<file path="src/logic/spi_flash_pkg.sv">
package spi_flash_pkg;

	typedef logic [7:0]  cmd_t;        // Flash opcode
	typedef logic [23:0] addr_t;       // Flash byte address
	typedef logic [31:0] data_t;
	typedef logic [5:0]  nbits_t;      // 1 to 32
	typedef logic [3:0]  dummy_t;
	typedef logic [6:0]  frame_bits_t; // SCLK cycles per frame

	typedef enum logic [2:0] {
		kind_cmd        = 3'd0,
		kind_cmd_read   = 3'd1,
		kind_addr_read  = 3'd2,
		kind_cmd_write  = 3'd3,
		kind_addr_write = 3'd4,
		kind_cmd_addr   = 3'd5
	} frame_kind_e;

	typedef enum logic [1:0] {
		st_idle,
		st_setup,
		st_transfer
	} master_state_e;

	// APB register map
	localparam logic [7:0] reg_cmd    = 8'h00;
	localparam logic [7:0] reg_addr   = 8'h04;
	localparam logic [7:0] reg_wdata  = 8'h08;
	localparam logic [7:0] reg_ctrl   = 8'h0C;
	localparam logic [7:0] reg_status = 8'h10;
	localparam logic [7:0] reg_rdata  = 8'h14;

	// Control register fields
	localparam int ctrl_kind_lsb  = 0;
	localparam int ctrl_nbits_lsb = 3;
	localparam int ctrl_dummy_lsb = 9;
	localparam int ctrl_start_bit = 31;

	// SPI mode 3
	localparam bit spi_cpol = 1'b1;
	localparam bit spi_cpha = 1'b1;

	localparam int clks_per_half_sclk_default = 2;

	// Frame kind decoding, codes 6 and 7 fall through as command only
	function automatic logic kind_has_addr(frame_kind_e kind);
		return kind inside {kind_addr_read, kind_addr_write, kind_cmd_addr};
	endfunction

	function automatic logic kind_has_dummy(frame_kind_e kind);
		return kind inside {kind_addr_read, kind_addr_write};
	endfunction

	function automatic logic kind_is_read(frame_kind_e kind);
		return kind inside {kind_cmd_read, kind_addr_read};
	endfunction

	function automatic logic kind_is_write(frame_kind_e kind);
		return kind inside {kind_cmd_write, kind_addr_write};
	endfunction

endpackage

</file>
<file path="src/logic/spi_apb_regs.sv">
`timescale 1ns/10ps

module spi_apb_regs (
	input  logic                      clk,
	input  logic                      rst,
	input  logic                      psel,
	input  logic                      penable,
	input  logic                      pwrite,
	input  logic [7:0]                paddr,
	input  spi_flash_pkg::data_t      pwdata,
	output spi_flash_pkg::data_t      prdata,
	output logic                      pready,
	output logic                      pslverr,
	input  logic                      busy,
	input  logic                      frame_end,
	input  spi_flash_pkg::data_t      rx_word,
	output spi_flash_pkg::cmd_t       cmd,
	output spi_flash_pkg::addr_t      addr,
	output spi_flash_pkg::data_t      wdata,
	output spi_flash_pkg::frame_kind_e kind,
	output spi_flash_pkg::nbits_t     nbits,
	output spi_flash_pkg::dummy_t     dummy,
	output logic                      start
);

	import spi_flash_pkg::*;

	logic  wr_en;
	logic  done;
	data_t rdata;

	assign wr_en = psel & penable & pwrite;

	// Zero wait states, no error responses
	assign pready  = 1'b1;
	assign pslverr = 1'b0;

	always_ff @(posedge clk or posedge rst) begin
		if (rst) begin
			cmd   <= '0;
			addr  <= '0;
			wdata <= '0;
			kind  <= kind_cmd;
			nbits <= nbits_t'(32);
			dummy <= '0;
			start <= 1'b0;
		end else begin
			start <= 1'b0;
			if (wr_en) begin
				case (paddr)
					reg_cmd:   cmd   <= pwdata[$bits(cmd_t)-1:0];
					reg_addr:  addr  <= pwdata[$bits(addr_t)-1:0];
					reg_wdata: wdata <= pwdata;
					reg_ctrl: begin
						kind  <= frame_kind_e'(pwdata[ctrl_kind_lsb +: 3]);
						nbits <= pwdata[ctrl_nbits_lsb +: $bits(nbits_t)];
						dummy <= pwdata[ctrl_dummy_lsb +: $bits(dummy_t)];
						// A start during a running frame is dropped
						start <= pwdata[ctrl_start_bit] & ~busy & ~start;
					end
					default: ;
				endcase
			end
		end
	end

	// Done flag and read result
	always_ff @(posedge clk or posedge rst) begin
		if (rst) begin
			done  <= 1'b0;
			rdata <= '0;
		end else if (frame_end) begin
			done  <= 1'b1;
			rdata <= rx_word;
		end else if (start) begin
			done  <= 1'b0;
		end
	end

	always_comb begin
		prdata = '0;
		case (paddr)
			reg_cmd:    prdata = data_t'(cmd);
			reg_addr:   prdata = data_t'(addr);
			reg_wdata:  prdata = wdata;
			reg_ctrl:   prdata = data_t'({dummy, nbits, kind});
			reg_status: prdata = data_t'({done, busy | start});
			reg_rdata:  prdata = rdata;
			default:    prdata = '0;
		endcase
	end

	// Controller must never see a start while a frame runs
	a_no_start_busy: assert property (@(posedge clk) disable iff (rst) !(start && busy));

endmodule

</file>
<file path="src/logic/spi_flash_master.sv">
`timescale 1ns/10ps

module spi_flash_master #(
	parameter int clks_per_half_sclk = spi_flash_pkg::clks_per_half_sclk_default
) (
	input  logic                 clk,
	input  logic                 rst,
	input  logic                 psel,
	input  logic                 penable,
	input  logic                 pwrite,
	input  logic [7:0]           paddr,
	input  spi_flash_pkg::data_t pwdata,
	output spi_flash_pkg::data_t prdata,
	output logic                 pready,
	output logic                 pslverr,
	output logic                 sclk,
	output logic                 ss_n,
	output logic                 mosi,
	input  logic                 miso
);

	import spi_flash_pkg::*;

	cmd_t        cmd;
	addr_t       addr;
	data_t       wdata;
	data_t       rx_word;
	frame_kind_e kind;
	nbits_t      nbits;
	dummy_t      dummy;
	frame_bits_t total_cycles;
	logic        start;
	logic        busy;
	logic        frame_end;
	logic        load;
	logic        run;
	logic        launch;
	logic        sample;
	logic        sclk_done;

	spi_apb_regs regs0 (
		.clk(clk), .rst(rst),
		.psel(psel), .penable(penable), .pwrite(pwrite), .paddr(paddr),
		.pwdata(pwdata), .prdata(prdata), .pready(pready), .pslverr(pslverr),
		.busy(busy), .frame_end(frame_end), .rx_word(rx_word),
		.cmd(cmd), .addr(addr), .wdata(wdata), .kind(kind),
		.nbits(nbits), .dummy(dummy), .start(start)
	);

	spi_frame_ctrl ctrl0 (
		.clk(clk), .rst(rst), .start(start),
		.kind(kind), .nbits(nbits), .dummy(dummy), .sclk_done(sclk_done),
		.busy(busy), .frame_end(frame_end), .ss_n(ss_n),
		.load(load), .run(run), .total_cycles(total_cycles)
	);

	spi_sclk_gen #(.clks_per_half_sclk(clks_per_half_sclk)) sclk0 (
		.clk(clk), .rst(rst), .run(run), .total_cycles(total_cycles),
		.sclk(sclk), .launch(launch), .sample(sample), .sclk_done(sclk_done)
	);

	spi_shift_engine shift0 (
		.clk(clk), .rst(rst), .load(load), .launch(launch), .sample(sample),
		.cmd(cmd), .addr(addr), .wdata(wdata), .kind(kind),
		.nbits(nbits), .dummy(dummy), .miso(miso),
		.mosi(mosi), .rx_word(rx_word)
	);

endmodule

</file>
<file path="src/logic/spi_frame_ctrl.sv">
`timescale 1ns/10ps

module spi_frame_ctrl (
	input  logic                       clk,
	input  logic                       rst,
	input  logic                       start,
	input  spi_flash_pkg::frame_kind_e kind,
	input  spi_flash_pkg::nbits_t      nbits,
	input  spi_flash_pkg::dummy_t      dummy,
	input  logic                       sclk_done,
	output logic                       busy,
	output logic                       frame_end,
	output logic                       ss_n,
	output logic                       load,
	output logic                       run,
	output spi_flash_pkg::frame_bits_t total_cycles
);

	import spi_flash_pkg::*;

	master_state_e state;
	frame_bits_t   cycles;

	// Frame length from the kind and the field values
	always_comb begin
		cycles = frame_bits_t'(8);
		if (kind_has_addr(kind))
			cycles = cycles + frame_bits_t'(24);
		if (kind_has_dummy(kind))
			cycles = cycles + frame_bits_t'(dummy);
		if (kind_is_read(kind) || kind_is_write(kind))
			cycles = cycles + frame_bits_t'(nbits);
	end

	always_ff @(posedge clk or posedge rst) begin
		if (rst) begin
			state        <= st_idle;
			ss_n         <= 1'b1;
			frame_end    <= 1'b0;
			total_cycles <= '0;
		end else begin
			frame_end <= 1'b0;
			case (state)
				st_idle: begin
					if (start) begin
						total_cycles <= cycles; // Ready for the divider before run
						state        <= st_setup;
					end
				end
				st_setup: begin
					ss_n  <= 1'b0;
					state <= st_transfer;
				end
				st_transfer: begin
					if (sclk_done) begin
						ss_n      <= 1'b1;
						frame_end <= 1'b1;
						state     <= st_idle;
					end
				end
				default: begin
					ss_n  <= 1'b1;
					state <= st_idle;
				end
			endcase
		end
	end

	assign busy = (state != st_idle);
	assign load = (state == st_setup);  // Shift engine samples the fields
	assign run  = (state == st_transfer);

	// Slave select follows the transfer state exactly
	a_ss_transfer: assert property (@(posedge clk) disable iff (rst)
		(state == st_transfer) == !ss_n);

endmodule

</file>
<file path="src/logic/spi_sclk_gen.sv">
`timescale 1ns/10ps

module spi_sclk_gen #(
	parameter int clks_per_half_sclk = spi_flash_pkg::clks_per_half_sclk_default
) (
	input  logic                       clk,
	input  logic                       rst,
	input  logic                       run,
	input  spi_flash_pkg::frame_bits_t total_cycles,
	output logic                       sclk,
	output logic                       launch,
	output logic                       sample,
	output logic                       sclk_done
);

	import spi_flash_pkg::*;

	localparam int div_w = (clks_per_half_sclk > 1) ? $clog2(clks_per_half_sclk) : 1;

	logic [div_w-1:0] div_cnt;
	frame_bits_t      remain;   // SCLK cycles still to go
	logic             edge_now;
	logic             leading;

	assign edge_now = run && (remain != '0) && (div_cnt == div_w'(clks_per_half_sclk - 1));
	assign leading  = (sclk == spi_cpol);

	// Strobes line up with the SCLK toggle
	assign launch = edge_now && (leading == spi_cpha);
	assign sample = edge_now && (leading != spi_cpha);

	always_ff @(posedge clk or posedge rst) begin
		if (rst) begin
			sclk      <= spi_cpol;
			div_cnt   <= '0;
			remain    <= '0;
			sclk_done <= 1'b0;
		end else begin
			sclk_done <= 1'b0;
			if (!run) begin
				sclk    <= spi_cpol;
				div_cnt <= '0;
				remain  <= total_cycles;
			end else if (edge_now) begin
				div_cnt <= '0;
				sclk    <= ~sclk;
				if (!leading) begin
					remain <= remain - 1'b1;  // Trailing edge closes a cycle
					if (remain == frame_bits_t'(1))
						sclk_done <= 1'b1;
				end
			end else if (remain != '0) begin
				div_cnt <= div_cnt + 1'b1;
			end
		end
	end

endmodule

</file>
<file path="src/logic/spi_shift_engine.sv">
`timescale 1ns/10ps

module spi_shift_engine (
	input  logic                       clk,
	input  logic                       rst,
	input  logic                       load,
	input  logic                       launch,
	input  logic                       sample,
	input  spi_flash_pkg::cmd_t        cmd,
	input  spi_flash_pkg::addr_t       addr,
	input  spi_flash_pkg::data_t       wdata,
	input  spi_flash_pkg::frame_kind_e kind,
	input  spi_flash_pkg::nbits_t      nbits,
	input  spi_flash_pkg::dummy_t      dummy,
	input  logic                       miso,
	output logic                       mosi,
	output spi_flash_pkg::data_t       rx_word
);

	import spi_flash_pkg::*;

	logic [31:0] hdr_sr;      // Command then address, MSB first
	data_t       data_sr;     // Write data, left aligned
	logic [5:0]  hdr_left;
	dummy_t      dummy_left;
	logic        data_phase;  // Last launched bit was a data bit
	logic        rd_frame;

	// Phase tracking and MOSI
	always_ff @(posedge clk or posedge rst) begin
		if (rst) begin
			mosi       <= 1'b0;
			hdr_left   <= '0;
			dummy_left <= '0;
			data_phase <= 1'b0;
			rd_frame   <= 1'b0;
		end else if (load) begin
			mosi       <= 1'b0;
			hdr_left   <= kind_has_addr(kind) ? 6'd32 : 6'd8;
			dummy_left <= kind_has_dummy(kind) ? dummy : '0;
			data_phase <= 1'b0;
			rd_frame   <= kind_is_read(kind);
		end else if (launch) begin
			if (hdr_left != '0) begin
				mosi     <= hdr_sr[31];
				hdr_left <= hdr_left - 1'b1;
			end else if (dummy_left != '0) begin
				mosi       <= 1'b0;
				dummy_left <= dummy_left - 1'b1;
			end else begin
				mosi       <= data_sr[31]; // Zero for read frames
				data_phase <= 1'b1;
			end
		end
	end

	// Shift registers
	always_ff @(posedge clk) begin
		if (load) begin
			hdr_sr  <= {cmd, addr};
			data_sr <= kind_is_write(kind) ? (wdata << (6'd32 - nbits)) : '0;
			rx_word <= '0;
		end else begin
			if (launch) begin
				if (hdr_left != '0)
					hdr_sr <= hdr_sr << 1;
				else if (dummy_left == '0)
					data_sr <= data_sr << 1;
			end
			// Exactly nbits samples land here, so the word ends right aligned
			if (sample && data_phase && rd_frame)
				rx_word <= {rx_word[30:0], miso};
		end
	end

endmodule

</file>
<file path="config.mk">
export PLATFORM = sky130hd
export DESIGN_NAME = spi_flash_master
export DESIGN_NICKNAME = d
export VERILOG_FILES = /design/src/logic/spi_flash_pkg.sv /design/src/logic/spi_apb_regs.sv /design/src/logic/spi_flash_master.sv /design/src/logic/spi_frame_ctrl.sv /design/src/logic/spi_sclk_gen.sv /design/src/logic/spi_shift_engine.sv
export SDC_FILE = /design/constraint.sdc
export NUM_CORES = 1
export LEC_CHECK = 0
export BUFFER_PORTS_ARGS = -buffer_cell sky130_fd_sc_hd__buf_2
export CORE_MARGIN = 5
export CORE_UTILIZATION = 55
export DETAILED_ROUTE_END_ITERATION = 8
export GPL_TIMING_DRIVEN = 0
export PLACE_DENSITY = 0.83
export SLEW_MARGIN = 20
export SYNTH_ARGS = -nofsm -noshare
export SYNTH_HDL_FRONTEND = slang
export SYNTH_SLANG_ARGS = --single-unit
</file>
<file path="constraint.sdc">
create_clock -name clk -period 10.52 [get_ports clk]
set_input_delay 2.104 -clock clk [delete_from_list [all_inputs] [get_ports clk]]
set_output_delay 2.104 -clock clk [all_outputs]
set_load 0.005 [all_outputs]
</file>
==> results_dict.tcl <==
set metrics [dict create \
    total_power_w 0.00195 \
    power.clock.fraction_pct 46.5 \
    rows 55 \
    clock_latency_ps 530 \
    period_share_pct 60.2 \
    synth-main-ff-cell "dfrtp_1" \
    cp-startpoint "paddr[4]" \
    clockRootBuffer "clkbuf_16" \
    crit_type "in -> out" \
    fmax_mhz 158 \
    pin_count 83 \
    grt_pass1_vias 9557 \
    vias_per_cell 6.12 \
    grt_max_degree 95 \
    pre_cts_ws_ps 4250 \
    setup-tns-final_ps 0 \
    p_seq_share_pct 49.5 \
    crit_arrival_ps 4230 \
    setup_viol 0 \
    netlist_instances 1100 \
    die_w_um 160 \
    yosysWarnings 0 \
    slew_headroom_pct 40.9 \
    cellPowerDensity_nw_per_um2 138 \
    switchingPower_w 0.000423 \
    dieHeight_um 160 \
    rsz0062_at_grt "no" \
    synth_edf_count 64 \
    clock_path_buffers 3 \
    syn_area_um2 12400 \
    dr.pass1.iters 6 \
    layout.nets 1270 \
    final_hold_viol_count 0 \
    avgSynthCellArea_um2 11.3 \
    wl_mm 32.4 \
    gr-usage-all-layers_pct 25.4 \
    r2r-start "regs0.nbits[0]" \
    switching_share_pct 21.7 \
    start_kind "input pin" \
    max-cap-violations 0 \
    tightest_slew_ps 874 \
    drt_first_iter_violations 690 \
    drive_above_1_share_pct 26.1 \
    ys_seq_elements 241 \
    cts_buffers 24 \
    post-route-drc-count 0 \
    irDropWorstVdd_uv 118 \
    post_drt_wl_per_cell_um 21.4 \
    fin_hold_ws_ps 478 \
    slew_viol_final 0 \
    vias 9253 \
    coreArea_um2 22400 \
    worstPathRequired_ps 8420 \
    final_cell_count_no_fill 1513 \
    diodes 0 \
    postSynth.asyncResetShare_pct 60.2 \
    antenna_found_initial 0 \
    r2r_slack_ps 7000 \
    min_path_type "reg -> reg" \
    holdCritStartpoint "ctrl0.total_cycles[1]" \
    grt-ovfl-total 0 \
    final.setup.worst_slack_ps 4190 \
    cts_resized 0 \
    ant_nets 0 \
    clock_skew_ps 24.2 \
    critPathCaptureType "primary output" \
    cts_tree "yes" \
    cts_num_sinks 241 \
    dieArea_um2 25700 \
    synth-seq-area-share_pct 49.9 \
    path_max_fanout 10 \
    htree_levels 1 \
    ys_types 71 \
    grt_pass1_wl_mm 52.5 \
    start_util_pct 55.3 \
    min_period_ps 6330 \
    cts_setup_buffers 0 \
    port_buffers 80 \
    dp_hpwl_mm 24.0 \
    syn2layout_area_growth_pct 13.8 \
    internal_power_w 0.00153 \
    status "completed" \
    p_comb_share_pct 4.0 \
    path_clk_slew_ps 60 \
    power_leakage_nw 6.36 \
    cts_hold_buf 0 \
    dp.cells 1469 \
    gp_congestion 0.913 \
]
-- state kept, by name, summed over array words and instances (netlist names), 2 cells and up --
| register | cells |
|---|---|
| regs0.rdata | 32 |
| regs0.wdata | 32 |
| shift0.data_sr | 32 |
| shift0.hdr_sr | 32 |
| shift0.rx_word | 32 |
| regs0.addr | 24 |
| regs0.cmd | 8 |
| ctrl0.total_cycles | 7 |
| sclk0.remain | 7 |
| regs0.nbits | 6 |
| shift0.hdr_left | 6 |
| regs0.dummy | 4 |
| shift0.dummy_left | 4 |
| regs0.kind | 3 |
| ctrl0.state | 2 |
-- power by group through the flow --
| stage | clock [W] | combinational [W] | sequential, W |
|---|---|---|---|
| after floorplan | 0 | 0.0000471 | 0.000983 |
| after global placement | 0 | 0.0000729 | 0.000986 |
| after detailed placement | 0 | 0.0000764 | 0.000986 |
| after CTS | 0.000915 | 0.0000770 | 0.000967 |
| after global routing | 0.000957 | 0.0000848 | 0.000968 |
| final | 0.000909 | 0.0000775 | 0.000968 |
-- final cells by class --
type | count | area (µm²)
fill | 1734 | 8320
sequential | 241 | 6190
multi-input combinational | 762 | 5740
clock buffer | 34 | 703
timing repair buffer | 83 | 475
buffer | 69 | 375
tap | 285 | 357
clock inverter | 10 | 148
inverter | 29 | 116
-- stage by stage --
stage / area [µm²] / util, %
finish: 14100 / 62.9
global route: 14100 / 62.9
CTS: 14100 / 62.9
detailed placement: 13300 / 59.1
global placement: 13200 / 58.7
floorplan: 12400 / -
-- cell usage in the layout, fill, tap and decap left out, types with 9 or more instances in the layout --
master and n:
clkbuf_16 25, nor2_1 78, buf_4 10, a22oi_1 18
dfxtp_1 32, o211ai_1 10, a222oi_1 11, ha_1 13
a22o_1 17, nand2_1 183, buf_2 95, clkbuf_1 38
o21ai_0 41, mux2i_1 71, inv_1 28, edfxtp_1 64
nand2b_1 9, mux2_2 112, nor3_1 9, a21oi_1 28
mux4_2 28, nand3_1 23, dfrtp_1 142
-- cell families (layout without fill, tap and decap cells) --
family          Yosys count  after routing  share of synthesized area (%)
mux                     214            214                           21.3
other cells               2              3                         0.0605
xor+xnor                 16             16                           1.19
compound gates          167            167                           9.41
flops                   241            241                           49.9
simple gates            348            348                           12.8
fa+ha+maj                14             14                           1.47
buf+inv                  98            225                           3.90
-- synth_stat cells, drive strengths merged (6+ instances only) --
cell type  number  area, µm²
nand2b          9       56.3
a22oi          18        135
a222oi         11        110
mux2          115       1290
ha             13        163
nor3           12       87.6
o31ai           6       45.0
o21ai          46        230
dfxtp          32        641
mux4           28        631
and3            7       43.8
xor2            8       77.6
buf            35        248
and2            6       37.5
inv            29        109
clkbuf         34        128
dfrtp         142       3550
xnor2           8       70.1
o211ai         10       75.1
nand3          24        133
nor2           80        310
a21oi          28        140
o221ai          7       61.3
mux2i          71        711
edfxtp         64       1920
nand2         186        703
a22o           17        149
-- metal layers --
metal	GRT usage, %	vias up	routed length, µm
met4	6.92	0	923
li1	-	4181	-
met5	0	-	0
met2	43.5	371	16000
met1	33.3	4629	13200
met3	4.85	72	2230
-- final timing paths --
path / end / cells past startpoint
setup reg to reg: shift0.data_sr[27] / 11
hold reg to reg: sclk0.remain[1] / 2
hold / removal: sclk0.remain[1] / 2
min in group asynchronous: regs0.rdata[6] / 2
max in group asynchronous: ctrl0.ss_n / 3
setup / recovery: prdata[31] / 7
-- worst max-delay path, cell delays in order --
cell	delay, ps
buf_2	120
nor4_4	510
nand3_4	210
nor2_2	500
buf_2	370
a22o_1	260
buf_2	140
(Power assumes the default switching activity.)
